$ cat src/source/fetch_pkg.sv
// ~~~~~~~~~~~~~~~~~~~~~~~~~~~~~~~~~~~~~~~~~~~~~~~~~
// fetch path widths, major opcodes and the packed
// structs shared by the frontend blocks
// ~~~~~~~~~~~~~~~~~~~~~~~~~~~~~~~~~~~~~~~~~~~~~~~~~
`default_nettype none

package fetch_pkg;

    localparam int addr_w  = 64;          // virtual address width
    localparam int line_hw = 4;           // halfwords per memory line
    localparam int line_w  = 16 * line_hw; // line width in bits

    localparam logic [6:0] op_branch = 7'b1100011;
    localparam logic [6:0] op_jal    = 7'b1101111;
    localparam logic [6:0] op_jalr   = 7'b1100111;

    // line request towards instruction memory
    typedef struct packed {
        logic [addr_w-1:0] addr;  // line aligned
        logic              epoch; // echoed back in the response
    } fetch_req_t;

    typedef struct packed {
        logic [line_w-1:0] data;
        logic              epoch;
    } fetch_resp_t;

    // instruction as cut out of the line window
    typedef struct packed {
        logic [addr_w-1:0] pc;
        logic [31:0]       ir; // compressed form sits in bits 15:0
    } raw_inst_t;

    typedef struct packed {
        logic [addr_w-1:0] pc;
        logic [31:0]       ir;
        logic              compressed;
        logic              branch;
        logic              jal;    // also set for C.J
        logic              jalr;   // also set for C.JR / C.JALR
        logic              call;
        logic              ret;
        logic [addr_w-1:0] target; // static target or fall-through
    } inst_bundle_t;

    typedef struct packed {
        logic              valid;
        logic [addr_w-1:0] pc;
    } redirect_t;

endpackage

`default_nettype wire

$ cat src/source/fetch_queue.sv
// ~~~~~~~~~~~~~~~~~~~~~~~~~~~~~~~~~~~~~~~~~~~~~~~~~
// circular FIFO with a type parameter for payload,
// valid/ready on both sides and a flush
// ~~~~~~~~~~~~~~~~~~~~~~~~~~~~~~~~~~~~~~~~~~~~~~~~~
`timescale 1ns/1ps
`default_nettype none

module fetch_queue #(
    parameter type payload_t = logic,
    parameter int  depth     = 4
)(
    input  logic     clk,
    input  logic     rst,
    input  logic     flush,
    input  payload_t in_data,
    input  logic     in_valid,
    output logic     in_ready,
    output payload_t out_data,
    output logic     out_valid,
    input  logic     out_ready
);
    localparam int idx_w = (depth > 1) ? $clog2(depth) : 1;
    localparam int cnt_w = $clog2(depth + 1);

    payload_t         mem [depth];
    logic [idx_w-1:0] front;  // oldest entry
    logic [idx_w-1:0] tail;   // next free slot
    logic [cnt_w-1:0] count;
    logic             push;
    logic             pop;

    always_comb out_valid = count != '0;
    always_comb out_data  = mem[front];
    always_comb pop       = out_valid & out_ready;
    always_comb in_ready  = (count != cnt_w'(depth)) | pop; // full queue takes a push on pop
    always_comb push      = in_valid & in_ready;

    // wrap front + count without needing a power of two depth
    always_comb begin
        if (int'(front) + int'(count) >= depth)
            tail = idx_w'(int'(front) + int'(count) - depth);
        else
            tail = idx_w'(int'(front) + int'(count));
    end

    always_ff @(posedge clk) begin
        if (rst | flush) begin
            front <= '0;
            count <= '0;
        end else begin
            if (pop)
                front <= (int'(front) == depth - 1) ? '0 : front + 1'b1;
            count <= count + cnt_w'(push) - cnt_w'(pop);
        end
    end

    always_ff @(posedge clk) begin
        if (push)
            mem[tail] <= in_data;
    end

endmodule

`default_nettype wire

$ cat src/source/fetch_pc_gen.sv
// ~~~~~~~~~~~~~~~~~~~~~~~~~~~~~~~~~~~~~~~~~~~~~~~~~
// fetch PC generator: redirect merge, epoch and
// line requests limited by response credits
// ~~~~~~~~~~~~~~~~~~~~~~~~~~~~~~~~~~~~~~~~~~~~~~~~~
`timescale 1ns/1ps
`default_nettype none

module fetch_pc_gen #(
    parameter logic [fetch_pkg::addr_w-1:0] rst_pc = 64'h0000_0000_8000_0000,
    parameter int resp_depth = 4
)(
    input  logic                   clk,
    input  logic                   rst,
    input  fetch_pkg::redirect_t   be_redirect,
    input  fetch_pkg::redirect_t   jump_redirect,
    output fetch_pkg::redirect_t   flush,
    output fetch_pkg::fetch_req_t  mem_req,
    output logic                   mem_req_valid,
    input  logic                   mem_req_ready,
    input  logic                   line_pop
);
    localparam int aw    = fetch_pkg::addr_w;
    localparam int off_w = $clog2(2 * fetch_pkg::line_hw); // byte offset inside a line
    localparam int crd_w = $clog2(resp_depth + 1);
    localparam logic [aw-1:0] line_bytes = 2 * fetch_pkg::line_hw;

    logic [aw-1:0]    next_line; // address of the next line to request
    logic             epoch;
    logic             booting;   // first cycle out of reset
    logic [crd_w-1:0] credits;   // requests not yet popped from the response queue
    logic             req_fire;

    // backend wins over the pre-decoder, boot start comes last
    always_comb begin
        if (be_redirect.valid) begin
            flush = be_redirect;
        end else if (jump_redirect.valid) begin
            flush = jump_redirect;
        end else begin
            flush.valid = booting;
            flush.pc    = rst_pc;
        end
    end

    always_comb begin
        mem_req.addr  = next_line;
        mem_req.epoch = epoch;
    end

    always_comb mem_req_valid = ~booting & (credits < crd_w'(resp_depth));
    always_comb req_fire      = mem_req_valid & mem_req_ready;

    always_ff @(posedge clk) begin
        if (rst) begin
            booting <= 1'b1;
            epoch   <= 1'b0;
            credits <= '0;
        end else begin
            booting <= 1'b0;
            if (flush.valid)
                epoch <= ~epoch; // older responses become stale
            credits <= credits + crd_w'(req_fire) - crd_w'(line_pop);
        end
    end

    // boot start also passes through here while rst is high
    always_ff @(posedge clk) begin
        if (flush.valid)
            next_line <= {flush.pc[aw-1:off_w], {off_w{1'b0}}};
        else if (req_fire)
            next_line <= next_line + line_bytes;
    end

endmodule

`default_nettype wire

$ cat src/source/fetch_line_buffer.sv
// ~~~~~~~~~~~~~~~~~~~~~~~~~~~~~~~~~~~~~~~~~~~~~~~~~
// two-line window that cuts one 16/32-bit
// instruction per cycle, with its PC
// ~~~~~~~~~~~~~~~~~~~~~~~~~~~~~~~~~~~~~~~~~~~~~~~~~
`timescale 1ns/1ps
`default_nettype none

module fetch_line_buffer (
    input  logic                   clk,
    input  logic                   rst,
    input  fetch_pkg::redirect_t   flush,
    input  fetch_pkg::fetch_resp_t line,
    input  logic                   line_valid,
    output logic                   line_ready,
    input  logic                   epoch,
    output fetch_pkg::raw_inst_t   inst,
    output logic                   inst_valid,
    input  logic                   inst_ready
);
    localparam int aw    = fetch_pkg::addr_w;
    localparam int lw    = fetch_pkg::line_w;
    localparam int lhw   = fetch_pkg::line_hw;
    localparam int cur_w = $clog2(lhw);
    localparam logic [aw-1:0] line_bytes = 2 * lhw;

    logic [lw-1:0]   d0, d1;     // current and next line
    logic            v0, v1;
    logic [lw-1:0]   n_d0, n_d1;
    logic            n_v0, n_v1;
    logic [aw-1:0]   line_pc;    // address of d0
    logic [cur_w-1:0] cursor;    // halfword index inside d0
    logic [2*lw-1:0] window;
    logic [15:0]     hw0, hw1;
    logic            is32;
    logic [cur_w:0]  new_pos;
    logic            stale;
    logic            take;
    logic            fire;
    logic            retire;

    always_comb begin
        window = {d1, d0};
        hw0    = window[16*int'(cursor) +: 16];
        hw1    = window[16*(int'(cursor) + 1) +: 16]; // may reach into d1
        is32   = hw0[1:0] == 2'b11;
    end

    // a 32-bit instruction on the last halfword waits for the next line
    always_comb inst_valid = v0 & (~is32 | (int'(cursor) != lhw - 1) | v1);

    always_comb begin
        inst.pc = line_pc + aw'({cursor, 1'b0});
        inst.ir = is32 ? {hw1, hw0} : {16'h0000, hw0};
    end

    always_comb begin
        fire    = inst_valid & inst_ready;
        new_pos = {1'b0, cursor} + (is32 ? (cur_w+1)'(2) : (cur_w+1)'(1));
        retire  = fire & (int'(new_pos) >= lhw);
    end

    // stale lines are always popped and thrown away
    always_comb begin
        stale      = line.epoch != epoch;
        line_ready = stale | ~v1;
        take       = line_valid & line_ready & ~stale;
    end

    always_comb begin
        n_v0 = v0;
        n_v1 = v1;
        n_d0 = d0;
        n_d1 = d1;
        if (retire) begin // shift next line down
            n_v0 = v1;
            n_v1 = 1'b0;
            n_d0 = d1;
        end
        if (take) begin
            if (!n_v0) begin
                n_v0 = 1'b1;
                n_d0 = line.data;
            end else begin
                n_v1 = 1'b1;
                n_d1 = line.data;
            end
        end
    end

    always_ff @(posedge clk) begin
        if (rst) begin
            v0     <= 1'b0;
            v1     <= 1'b0;
            cursor <= '0;
        end else if (flush.valid) begin
            v0     <= 1'b0;
            v1     <= 1'b0;
            cursor <= flush.pc[cur_w:1]; // restart mid-line
        end else begin
            v0 <= n_v0;
            v1 <= n_v1;
            if (fire)
                cursor <= new_pos[cur_w-1:0];
        end
    end

    always_ff @(posedge clk) begin
        d0 <= n_d0;
        d1 <= n_d1;
        if (flush.valid)
            line_pc <= {flush.pc[aw-1:cur_w+1], {(cur_w+1){1'b0}}};
        else if (retire)
            line_pc <= line_pc + line_bytes;
    end

endmodule

`default_nettype wire

$ cat src/source/predecode.sv
// ~~~~~~~~~~~~~~~~~~~~~~~~~~~~~~~~~~~~~~~~~~~~~~~~~
// pre-decoder: control flow class, call/ret, static
// target and redirect at unconditional direct jumps
// ~~~~~~~~~~~~~~~~~~~~~~~~~~~~~~~~~~~~~~~~~~~~~~~~~
`timescale 1ns/1ps
`default_nettype none

module predecode (
    input  fetch_pkg::raw_inst_t    raw,
    input  logic                    raw_valid,
    output logic                    raw_ready,
    output fetch_pkg::inst_bundle_t bundle,
    output logic                    bundle_valid,
    input  logic                    bundle_ready,
    output fetch_pkg::redirect_t    jump_redirect
);
    localparam int aw = fetch_pkg::addr_w;

    logic [31:0]   ir;
    logic [4:0]    rd, rs1;
    logic          comp;
    logic          branch, jal, jalr, call, ret;
    logic [aw-1:0] target;

    function automatic logic is_link(input logic [4:0] r);
        return (r == 5'd1) || (r == 5'd5);
    endfunction

    always_comb begin
        ir   = raw.ir;
        rd   = ir[11:7];
        rs1  = ir[19:15];
        comp = ir[1:0] != 2'b11;

        branch = ~comp & (ir[6:0] == fetch_pkg::op_branch);
        jal    = ~comp & (ir[6:0] == fetch_pkg::op_jal);
        jalr   = ~comp & (ir[6:0] == fetch_pkg::op_jalr);
        call   = (jal | jalr) & is_link(rd);
        ret    = jalr & is_link(rs1) & (rs1 != rd); // rd == rs1 is a call only

        target = raw.pc + (comp ? aw'(2) : aw'(4)); // fall-through
        if (branch)
            target = raw.pc + {{(aw-12){ir[31]}}, ir[7], ir[30:25], ir[11:8], 1'b0};
        if (jal)
            target = raw.pc + {{(aw-20){ir[31]}}, ir[19:12], ir[20], ir[30:21], 1'b0};

        if (ir[15:13] == 3'b101 && ir[1:0] == 2'b01) begin // C.J
            jal    = 1'b1;
            target = raw.pc + {{(aw-11){ir[12]}}, ir[8], ir[10:9], ir[6], ir[7],
                               ir[2], ir[11], ir[5:3], 1'b0};
        end
        if (ir[15:14] == 2'b11 && ir[1:0] == 2'b01) begin // C.BEQZ / C.BNEZ
            branch = 1'b1;
            target = raw.pc + {{(aw-8){ir[12]}}, ir[6:5], ir[2], ir[11:10], ir[4:3], 1'b0};
        end
        // C.JR / C.JALR, rs1 of zero is C.EBREAK or reserved
        if (ir[15:13] == 3'b100 && ir[1:0] == 2'b10 && ir[6:2] == 5'd0 && rd != 5'd0) begin
            jalr = 1'b1;
            call = ir[12];
            ret  = (rd == 5'd1 && !ir[12]) || rd == 5'd5;
        end
    end

    always_comb begin
        bundle.pc         = raw.pc;
        bundle.ir         = raw.ir;
        bundle.compressed = comp;
        bundle.branch     = branch;
        bundle.jal        = jal;
        bundle.jalr       = jalr;
        bundle.call       = call;
        bundle.ret        = ret;
        bundle.target     = target;
    end

    always_comb begin
        bundle_valid = raw_valid;
        raw_ready    = bundle_ready;
    end

    // only taken once the jump itself is in the queue
    always_comb begin
        jump_redirect.valid = jal & raw_valid & bundle_ready;
        jump_redirect.pc    = target;
    end

endmodule

`default_nettype wire

$ cat src/source/frontend_top.sv
// ~~~~~~~~~~~~~~~~~~~~~~~~~~~~~~~~~~~~~~~~~~~~~~~~~
// frontend top: PC generator, response and
// instruction queues, line buffer, pre-decoder
// ~~~~~~~~~~~~~~~~~~~~~~~~~~~~~~~~~~~~~~~~~~~~~~~~~
`timescale 1ns/1ps
`default_nettype none

module frontend_top #(
    parameter logic [fetch_pkg::addr_w-1:0] rst_pc = 64'h0000_0000_8000_0000,
    parameter int resp_depth = 4,
    parameter int iq_depth   = 8
)(
    input  logic                    clk,
    input  logic                    rst,
    output fetch_pkg::fetch_req_t   mem_req,
    output logic                    mem_req_valid,
    input  logic                    mem_req_ready,
    input  fetch_pkg::fetch_resp_t  mem_resp,
    input  logic                    mem_resp_valid,
    output logic                    mem_resp_ready,
    output fetch_pkg::inst_bundle_t out,
    output logic                    out_valid,
    input  logic                    out_ready,
    input  fetch_pkg::redirect_t    be_redirect
);
    fetch_pkg::redirect_t    flush;
    fetch_pkg::redirect_t    jump_redirect;
    fetch_pkg::fetch_resp_t  line;
    logic                    line_valid, line_ready;
    fetch_pkg::raw_inst_t    raw;
    logic                    raw_valid, raw_ready;
    fetch_pkg::inst_bundle_t bundle;
    logic                    bundle_valid, bundle_ready;

    fetch_pc_gen #(.rst_pc(rst_pc), .resp_depth(resp_depth)) u_pc_gen (
        .clk(clk), .rst(rst),
        .be_redirect(be_redirect), .jump_redirect(jump_redirect), .flush(flush),
        .mem_req(mem_req), .mem_req_valid(mem_req_valid), .mem_req_ready(mem_req_ready),
        .line_pop(line_valid & line_ready)  // one credit back per popped line
    );

    // stale lines drain through the epoch check so every credit comes back
    fetch_queue #(.payload_t(fetch_pkg::fetch_resp_t), .depth(resp_depth)) u_resp_q (
        .clk(clk), .rst(rst), .flush(1'b0),
        .in_data(mem_resp), .in_valid(mem_resp_valid), .in_ready(mem_resp_ready),
        .out_data(line), .out_valid(line_valid), .out_ready(line_ready)
    );

    fetch_line_buffer u_line_buf (
        .clk(clk), .rst(rst), .flush(flush),
        .line(line), .line_valid(line_valid), .line_ready(line_ready),
        .epoch(mem_req.epoch),
        .inst(raw), .inst_valid(raw_valid), .inst_ready(raw_ready)
    );

    predecode u_predecode (
        .raw(raw), .raw_valid(raw_valid), .raw_ready(raw_ready),
        .bundle(bundle), .bundle_valid(bundle_valid), .bundle_ready(bundle_ready),
        .jump_redirect(jump_redirect)
    );

    // queued instructions before a jump stay on the right path
    fetch_queue #(.payload_t(fetch_pkg::inst_bundle_t), .depth(iq_depth)) u_inst_q (
        .clk(clk), .rst(rst), .flush(be_redirect.valid),
        .in_data(bundle), .in_valid(bundle_valid), .in_ready(bundle_ready),
        .out_data(out), .out_valid(out_valid), .out_ready(out_ready)
    );

endmodule

`default_nettype wire

$ cat config.mk
export PLATFORM = sky130hd
export DESIGN_NAME = frontend_top
export DESIGN_NICKNAME = d
export VERILOG_FILES = /design/src/source/fetch_pkg.sv /design/src/source/fetch_queue.sv /design/src/source/fetch_pc_gen.sv /design/src/source/fetch_line_buffer.sv /design/src/source/predecode.sv /design/src/source/frontend_top.sv
export SDC_FILE = /design/constraint.sdc
export NUM_CORES = 2
export LEC_CHECK = 0
export BUFFER_PORTS_ARGS = -buffer_cell sky130_fd_sc_hd__buf_4
export CORE_UTILIZATION = 46
export CTS_BUF_LIST = sky130_fd_sc_hd__clkbuf_16
export DETAILED_ROUTE_END_ITERATION = 8
export GPL_TIMING_DRIVEN = 0
export SLEW_MARGIN = 15
export SYNTH_ARGS = -nofsm -noshare
export SYNTH_HDL_FRONTEND = slang
export SYNTH_SLANG_ARGS = --single-unit
export TNS_END_PERCENT = 100
$ cat constraint.sdc
create_clock -name clk -period 24.6 [get_ports clk]
set_input_delay 1.23 -clock clk [delete_from_list [all_inputs] [get_ports clk]]
set_output_delay 1.23 -clock clk [all_outputs]
set_load 0.05 [all_outputs]
# Word-level counts from Yosys, hierarchy flattened
# Memories as Yosys holds them, arrays and structs flattened. A register that Yosys moved wholly into a read port is not among the register bits.
# Index checks and enable logic that the tools add are counted.
[word_totals] mem_bits_rw=1588 register_bits=277 output_inout_bits=234 wordCells=157 n_memories=2
[op_classes] n_shift=2 n_eq_ne=21 magnitude_cmp=4 n_addsub=22 muxes=41 n_reduce_logical=19 n_bitwise=30
[mem_list] name="u_inst_q.mem" depth=8 width=166 read_ports=1 rd_ports_with_merged_regs=1 wr=1 line="fetch_queue.sv:25" rtl="payload_t mem [depth];"
[mem_list] name="u_resp_q.mem" depth=4 width=65 read_ports=1 rd_ports_with_merged_regs=1 wr=1 line="fetch_queue.sv:25"
[ops] op="$mux W64" count=11
[ops] op="$add A64 B64 Y64" count=5
[ops] op="$mux W65" count=2
[ops] op="$add A64 B4 Y64 const B" count=2
[ops] op="$shiftx A128 B32 Y16" count=1
[ops] op="$shiftx A128 B7 Y16" count=1
[ops] op="$add A64 B3 Y64" count=1
[ops] op="$mux W32" count=1
[ops] op="$eq A7 B7 Y1 const B" count=3
[ops] op="$and A1 B1 Y1" count=17
[ops] op="$mux W1" count=15
[ops] op="$mux W3" count=5
[ops] op="$mux W2" count=7
[ops] op="$eq A5 B1 Y1 const B" count=2
[ops] op="$eq A5 B3 Y1 const B" count=2
[ops] op="$or A1 B1 Y1" count=7
[ops] op="$add A3 B1 Y3" count=2
[ops] op="$eq A2 B2 Y1 const B" count=3
[ops] op="$eq A3 B3 Y1 const B" count=2
[ops] op="$logic_and A1 B1 Y1" count=6
[ops] op="$not A1 Y1" count=6
[ops] op="$reduce_bool A2 Y1" count=3
[ops] op="$sub A3 B1 Y3" count=2
[ops] op="$add A3 B4 Y5" count=1
[ops] op="29 further kinds" count=32

# Longest topological paths before layout
[logic_depth] depth_word=13 ltp_mapped=23

# By module
# From an unflattened synthesis, not the netlist that was laid out.
[unflattened] hier_cells=4535 hier_area_um2=80477.2
[modules_own_cells] mod="fetch_queue (u_inst_q)" n_inst=1 area_per_inst_um2=50472.2 cells_per_inst=1987
[modules_own_cells] mod="fetch_queue (u_resp_q)" n_inst=1 area_per_inst_um2=9768.1 cells_per_inst=374
[modules_own_cells] mod="fetch_line_buffer" n_inst=1 area_per_inst_um2=9504.1 cells_per_inst=846
[modules_own_cells] mod="predecode" n_inst=1 area_per_inst_um2=5725.5 cells_per_inst=803
[modules_own_cells] mod="fetch_pc_gen" n_inst=1 area_per_inst_um2=4997.3 cells_per_inst=523
[modules_own_cells] mod="frontend_top" n_inst=1 area_per_inst_um2=10.0 cells_per_inst=2

# Least setup slack after synthesis
# Ideal clock, no wire load.
[synth_timing] kind="reg-to-reg" from="register u_line_buf.cursor[0]" to="memory u_inst_q.mem[4][100] (netlist name) (enable)" path_buffers=2 t_arrival_ps=12972 period_less_slack_ps=13860 stages_incl_launch_ff=8 setup_time_ps=888 slack_ps=10740 path_cell_list="dfxtp_1 buf_6 mux4_2 nand2_2 o311a_1 buf_2 o21ai_0 nor3_1"
[synth_between] elab_chain_cells=9 word_cells_on_any_way=10 cone_classes="eq/ne: 2; shift: 1; mux: 2; bitwise: 5"
[synth_rtl] item="start: declaration" line="fetch_line_buffer.sv:31" rtl="logic [cur_w-1:0] cursor;"
[synth_rtl] item="start signal: assignment" line="fetch_line_buffer.sv:98" rtl="cursor <= flush.pc[cur_w:1];"
[synth_rtl] item="start signal: assignment" line="fetch_line_buffer.sv:103" rtl="cursor <= new_pos[cur_w-1:0];"
[synth_rtl] item="$shiftx A128 B7 Y16" line="fetch_line_buffer.sv:43" rtl="hw0 = window[16*int'(cursor) +: 16];"
[synth_rtl] item="$eq A2 B2 Y1" line="fetch_line_buffer.sv:45" rtl="is32 = hw0[1:0] == 2'b11;"
[synth_rtl] item="$not A1 Y1" line="fetch_line_buffer.sv:49" rtl="always_comb inst_valid = v0 & (~is32 | (int'(cursor) != lhw - 1) | v1);"
[synth_rtl] item="$or A1 B1 Y1 (*) (2 in series)" line="fetch_line_buffer.sv:49"
[synth_rtl] item="$and A1 B1 Y1 (*)" line="fetch_line_buffer.sv:49"
[synth_rtl] item="$and A1 B1 Y1 (*)" line="fetch_queue.sv:36" rtl="always_comb push = in_valid & in_ready;"
[synth_rtl] item="$mux W1 (*)" line="fetch_queue.sv:58" rtl="if (push)"
[synth_rtl] item="$mux W1 (not written as such) (*)" line="fetch_queue.sv:59" rtl="mem[tail] <= in_data;"
[synth_rtl] item="end: declaration" line="fetch_queue.sv:25"
# Every way passes the cells marked *; elsewhere a longest branch is shown, timed or not.

==> flow_metrics.env <==
export IMPL_run_status="complete, but fails checks"
export IMPL_violations="design-rule violations"
export IMPL_rows=149
export IMPL_rsz0062_at_grt="false"
export IMPL_stdcell_count=7282
export IMPL_min_to="u_pc_gen.credits[2]"
export IMPL_vias_per_cell=5.804
export IMPL_synth_cell_type_count=75
export IMPL_synth_ff_type="edfxtp_1"
export IMPL_grt_overflow=0
export IMPL_cp_arrival_ps=8950
export IMPL_synth_async_reset_ratio_pct=0
export IMPL_die_w_um=410.7
export IMPL_io_buffers=362
export IMPL_path_buf_inv=5
export IMPL_worstSetupEndpointType="flop"
export IMPL_hold_viol=0
export IMPL_wl_met1_um=87170
export IMPL_cts_tree="built"
export IMPL_numClockSinks=1848
export IMPL_leakagePower_nw=30.59
export IMPL_worstHoldPathCells=2
export IMPL_synth_top_area_share_pct=68.72
export IMPL_reg2reg_from="u_line_buf.cursor[1]"
export IMPL_max_freq_mhz=120.8
export IMPL_synth_seq_cells=1848
export IMPL_syn_to_final_growth_pct=18.30
export IMPL_setup_viol=0
export IMPL_cts_setup_buffers=0
export IMPL_hold_buffers=0
export IMPL_highest_layer="met5"
export IMPL_critPathMaxStageDelay_ps=820
export IMPL_place_hpwl_um=147800
export IMPL_cts_htree_levels=4
export IMPL_finClkSkew_ps=43.51
export IMPL_vdd_ir_drop_worst_mv=0.09875
export IMPL_synth_seq_area_share_pct=71.07
export IMPL_dieHeight_um=410.7
export IMPL_grt_pass1_vias=41972
export IMPL_power_density_nw_per_um2=103.9
export IMPL_yosysTopAreaCell="edfxtp_1"
export IMPL_wl_met3_um=15220
export IMPL_cts_root_buffer="clkbuf_16"
export IMPL_track_usage_pct=24.29
export IMPL_hp_start="u_pc_gen.credits[2]"
export IMPL_grt_max_degree=43
export IMPL_dr_wl_met2_um=97020
export IMPL_antenna_found_initial=11
export IMPL_vias=42265
export IMPL_final_nets=5151
export IMPL_crit_family="compound AO/OA/AOI/OAI gates"
export IMPL_avgSynthCellArea_um2=18.10
export IMPL_tightest_slew_ps=1258
export IMPL_cts_clk_slew_worst_paths_ps=60
export IMPL_drive_gt1_share_pct=28.19
export IMPL_ant_nets=0
export IMPL_grt_pass1_wl_um=294800
export IMPL_cpMostUsedCell="buf_2"
export IMPL_clk_insertion_delay_late_ps=820
export IMPL_wire_per_inst_um=28.30
export IMPL_ios=369
export IMPL_place_congestion=0.9309
export IMPL_cts_path_max_buffers=3
export IMPL_slew_viol_final=0
export IMPL_timing_final_crit_share_pct=33.66
export IMPL_slowest_stage="dfxtp_1"
export IMPL_cts_resized=0
export IMPL_cts_buffers=188
export IMPL_slew_headroom_pct=15.54
export IMPL_drt_iter0_markers=4324
export IMPL_min_path_type="reg2reg"
export IMPL_rr_worst_depth=20
export IMPL_multi_input_area_um2=21270
export IMPL_fillers=12977
export IMPL_synthTopCellsByArea="edfxtp_1 (69%), mux4_2 (12%), mux2_2 (2.6%), dfxtp_1 (2.3%), ha_1 (1.3%)"
export IMPL_firstDrtPassIters=9
export IMPL_path_max_fanout=12
export IMPL_placed_cell_area_um2=84720
export IMPL_syn_inst=4244
export IMPL_r2r_end="u_pc_gen.next_line[63]"
export IMPL_reg2reg_setup_slack_ps=16320
export IMPL_core_um2=165400
export IMPL_cp_start_kind="flop"
export IMPL_regArea_um2=54590
export IMPL_route_detailed_drc=58
export IMPL_crit_type="reg2reg"
export IMPL_dieArea_um2=168600
export IMPL_path_cells="buf_2, buf_2, buf_2, buf_2, buf_2, mux2i_1, a211oi_2, nand2_1, a31oi_1, ha_1, a21oi_1, o21ai_0, a21oi_1, nand3b_1, a31oi_1, o41ai_2, a31oi_1, o31ai_1, xnor2_2, a221o_1"
export IMPL_ys_warn_count=0
export IMPL_syn_area_um2=76820
export IMPL_cp_required_ps=25270
export IMPL_placed_cells=6929
export IMPL_drv_cap=0
export IMPL_min_period_ps=8279
export IMPL_start_util_pct=46.45
export IMPL_routed_wl_um=206100
export IMPL_synth_enable_flop_cells=1758
export IMPL_design_area_um2=90880
## worst max path at each step
stage	end	slack, ps	startpoint	cells after the start
global placement	u_inst_q.mem[0][134]	-2780	u_line_buf.cursor[1]	7
floorplan	u_inst_q.mem[4][100]	10740	u_line_buf.cursor[0]	7
CTS	u_pc_gen.next_line[63]	16150	u_line_buf.cursor[1]	20
global route	u_line_buf.line_pc[59]	16040	u_line_buf.cursor[1]	20
finish	u_pc_gen.next_line[63]	16320	u_line_buf.cursor[1]	20
detailed placement	u_line_buf.line_pc[63]	16150	u_line_buf.cursor[1]	20
## power by group
group | internal (mW) | switching (mW) | total, mW
Sequential | 4.08 | 0.171 | 4.25
Combinational | 0.786 | 1.61 | 2.39
Clock | 1.57 | 1.23 | 2.80
Total | 6.44 | 3.01 | 9.45
## synth_stat cells, types with 28 or more instances
cell	number
a21o_1	37
a21oi_1	176
a22oi_1	31
and3_1	49
buf_1	51
buf_2	28
clkbuf_1	114
dfxtp_1	90
edfxtp_1	1758
ha_1	80
inv_1	57
mux2_2	178
mux2i_1	88
mux4_2	405
nand2_1	175
nand3_1	58
nand4_1	41
nor2_1	215
o21ai_0	123
xnor2_1	110
xor2_1	82
## worst register-to-register path, cell delays in order, from the launching register on
cell and delay (ps):
dfxtp_1 820, buf_2 410, buf_2 330, buf_2 350
buf_2 380, buf_2 390, mux2i_1 180, a211oi_2 750
nand2_1 150, a31oi_1 550, ha_1 400, a21oi_1 220
o21ai_0 170, a21oi_1 360, nand3b_1 200, a31oi_1 610
o41ai_2 230, a31oi_1 500, o31ai_1 230, xnor2_2 700
a221o_1 260
## layout by cell type, fill, tap and decap left out, drive strengths merged, types with 22 or more instances in the layout
| cell type | n |
|---|---|
| edfxtp | 1758 |
| buf | 586 |
| mux4 | 405 |
| clkbuf | 307 |
| nor2 | 217 |
| mux2 | 178 |
| a21oi | 176 |
| nand2 | 176 |
| o21ai | 153 |
| xnor2 | 110 |
| inv | 110 |
| dfxtp | 90 |
| mux2i | 88 |
| clkinv | 85 |
| xor2 | 82 |
| ha | 80 |
| nand3 | 58 |
| and3 | 49 |
| nand4 | 41 |
| a21o | 37 |
| a22oi | 31 |
| and2 | 22 |
## state kept, by name (all words and copies together), names as in the netlist, named ones only
name,cells
u_pc_gen.booting,1
u_line_buf.line_pc,61
u_inst_q.front,3
u_line_buf.v1,1
u_line_buf.cursor,2
u_pc_gen.credits,3
u_inst_q.count,4
u_pc_gen.next_line,61
u_resp_q.front,2
u_resp_q.count,3
u_line_buf.d0,64
u_line_buf.d1,64
u_pc_gen.epoch,1
u_resp_q.mem,260
u_inst_q.mem,1312
u_line_buf.v0,1
## metrics by stage
step	power [mW]	worst slack, ps	utilization [%]	hold slack, ps	setup TNS, ps
after floorplan	5.748	10740	-	480.7	0
after global placement	6.634	-2780	49.76	505.7	-856410
after detailed placement	6.714	16150	51.23	514.1	0
after CTS	9.503	16150	54.93	528.1	0
after global routing	9.809	16040	54.95	557.2	0
final	9.445	16320	54.96	532.4	0
## layer usage
layer / vias up / track usage, %
met4: 2 / 8.074
met1: 21893 / 34.46
li1: 18488 / -
met2: 1598 / 37.92
met5: - / 0
met3: 284 / 4.599
## cell type report
type	count	area share [%]
tap	2189	3.014
sequential	1848	60.07
antenna	3	0.008261
clock inverter	158	1.451
inverter	57	0.2354
timing repair buffer	492	5.507
buffer	209	1.022
clock buffer	192	5.287
multi-input combinational	2134	23.40
## logic make-up after synthesis
| logic type | count (synthesis) | synth area share, % |
|---|---|---|
| flops | 1848 | 71.07 |
| compound gates | 529 | 4.189 |
| fa+ha+maj | 86 | 1.459 |
| mux | 671 | 15.63 |
| xor+xnor | 192 | 2.189 |
| buf+inv | 266 | 1.472 |
| simple gates | 651 | 3.989 |
| other cells | 1 | 0.004882 |
Power figures use the tool's default switching activity.
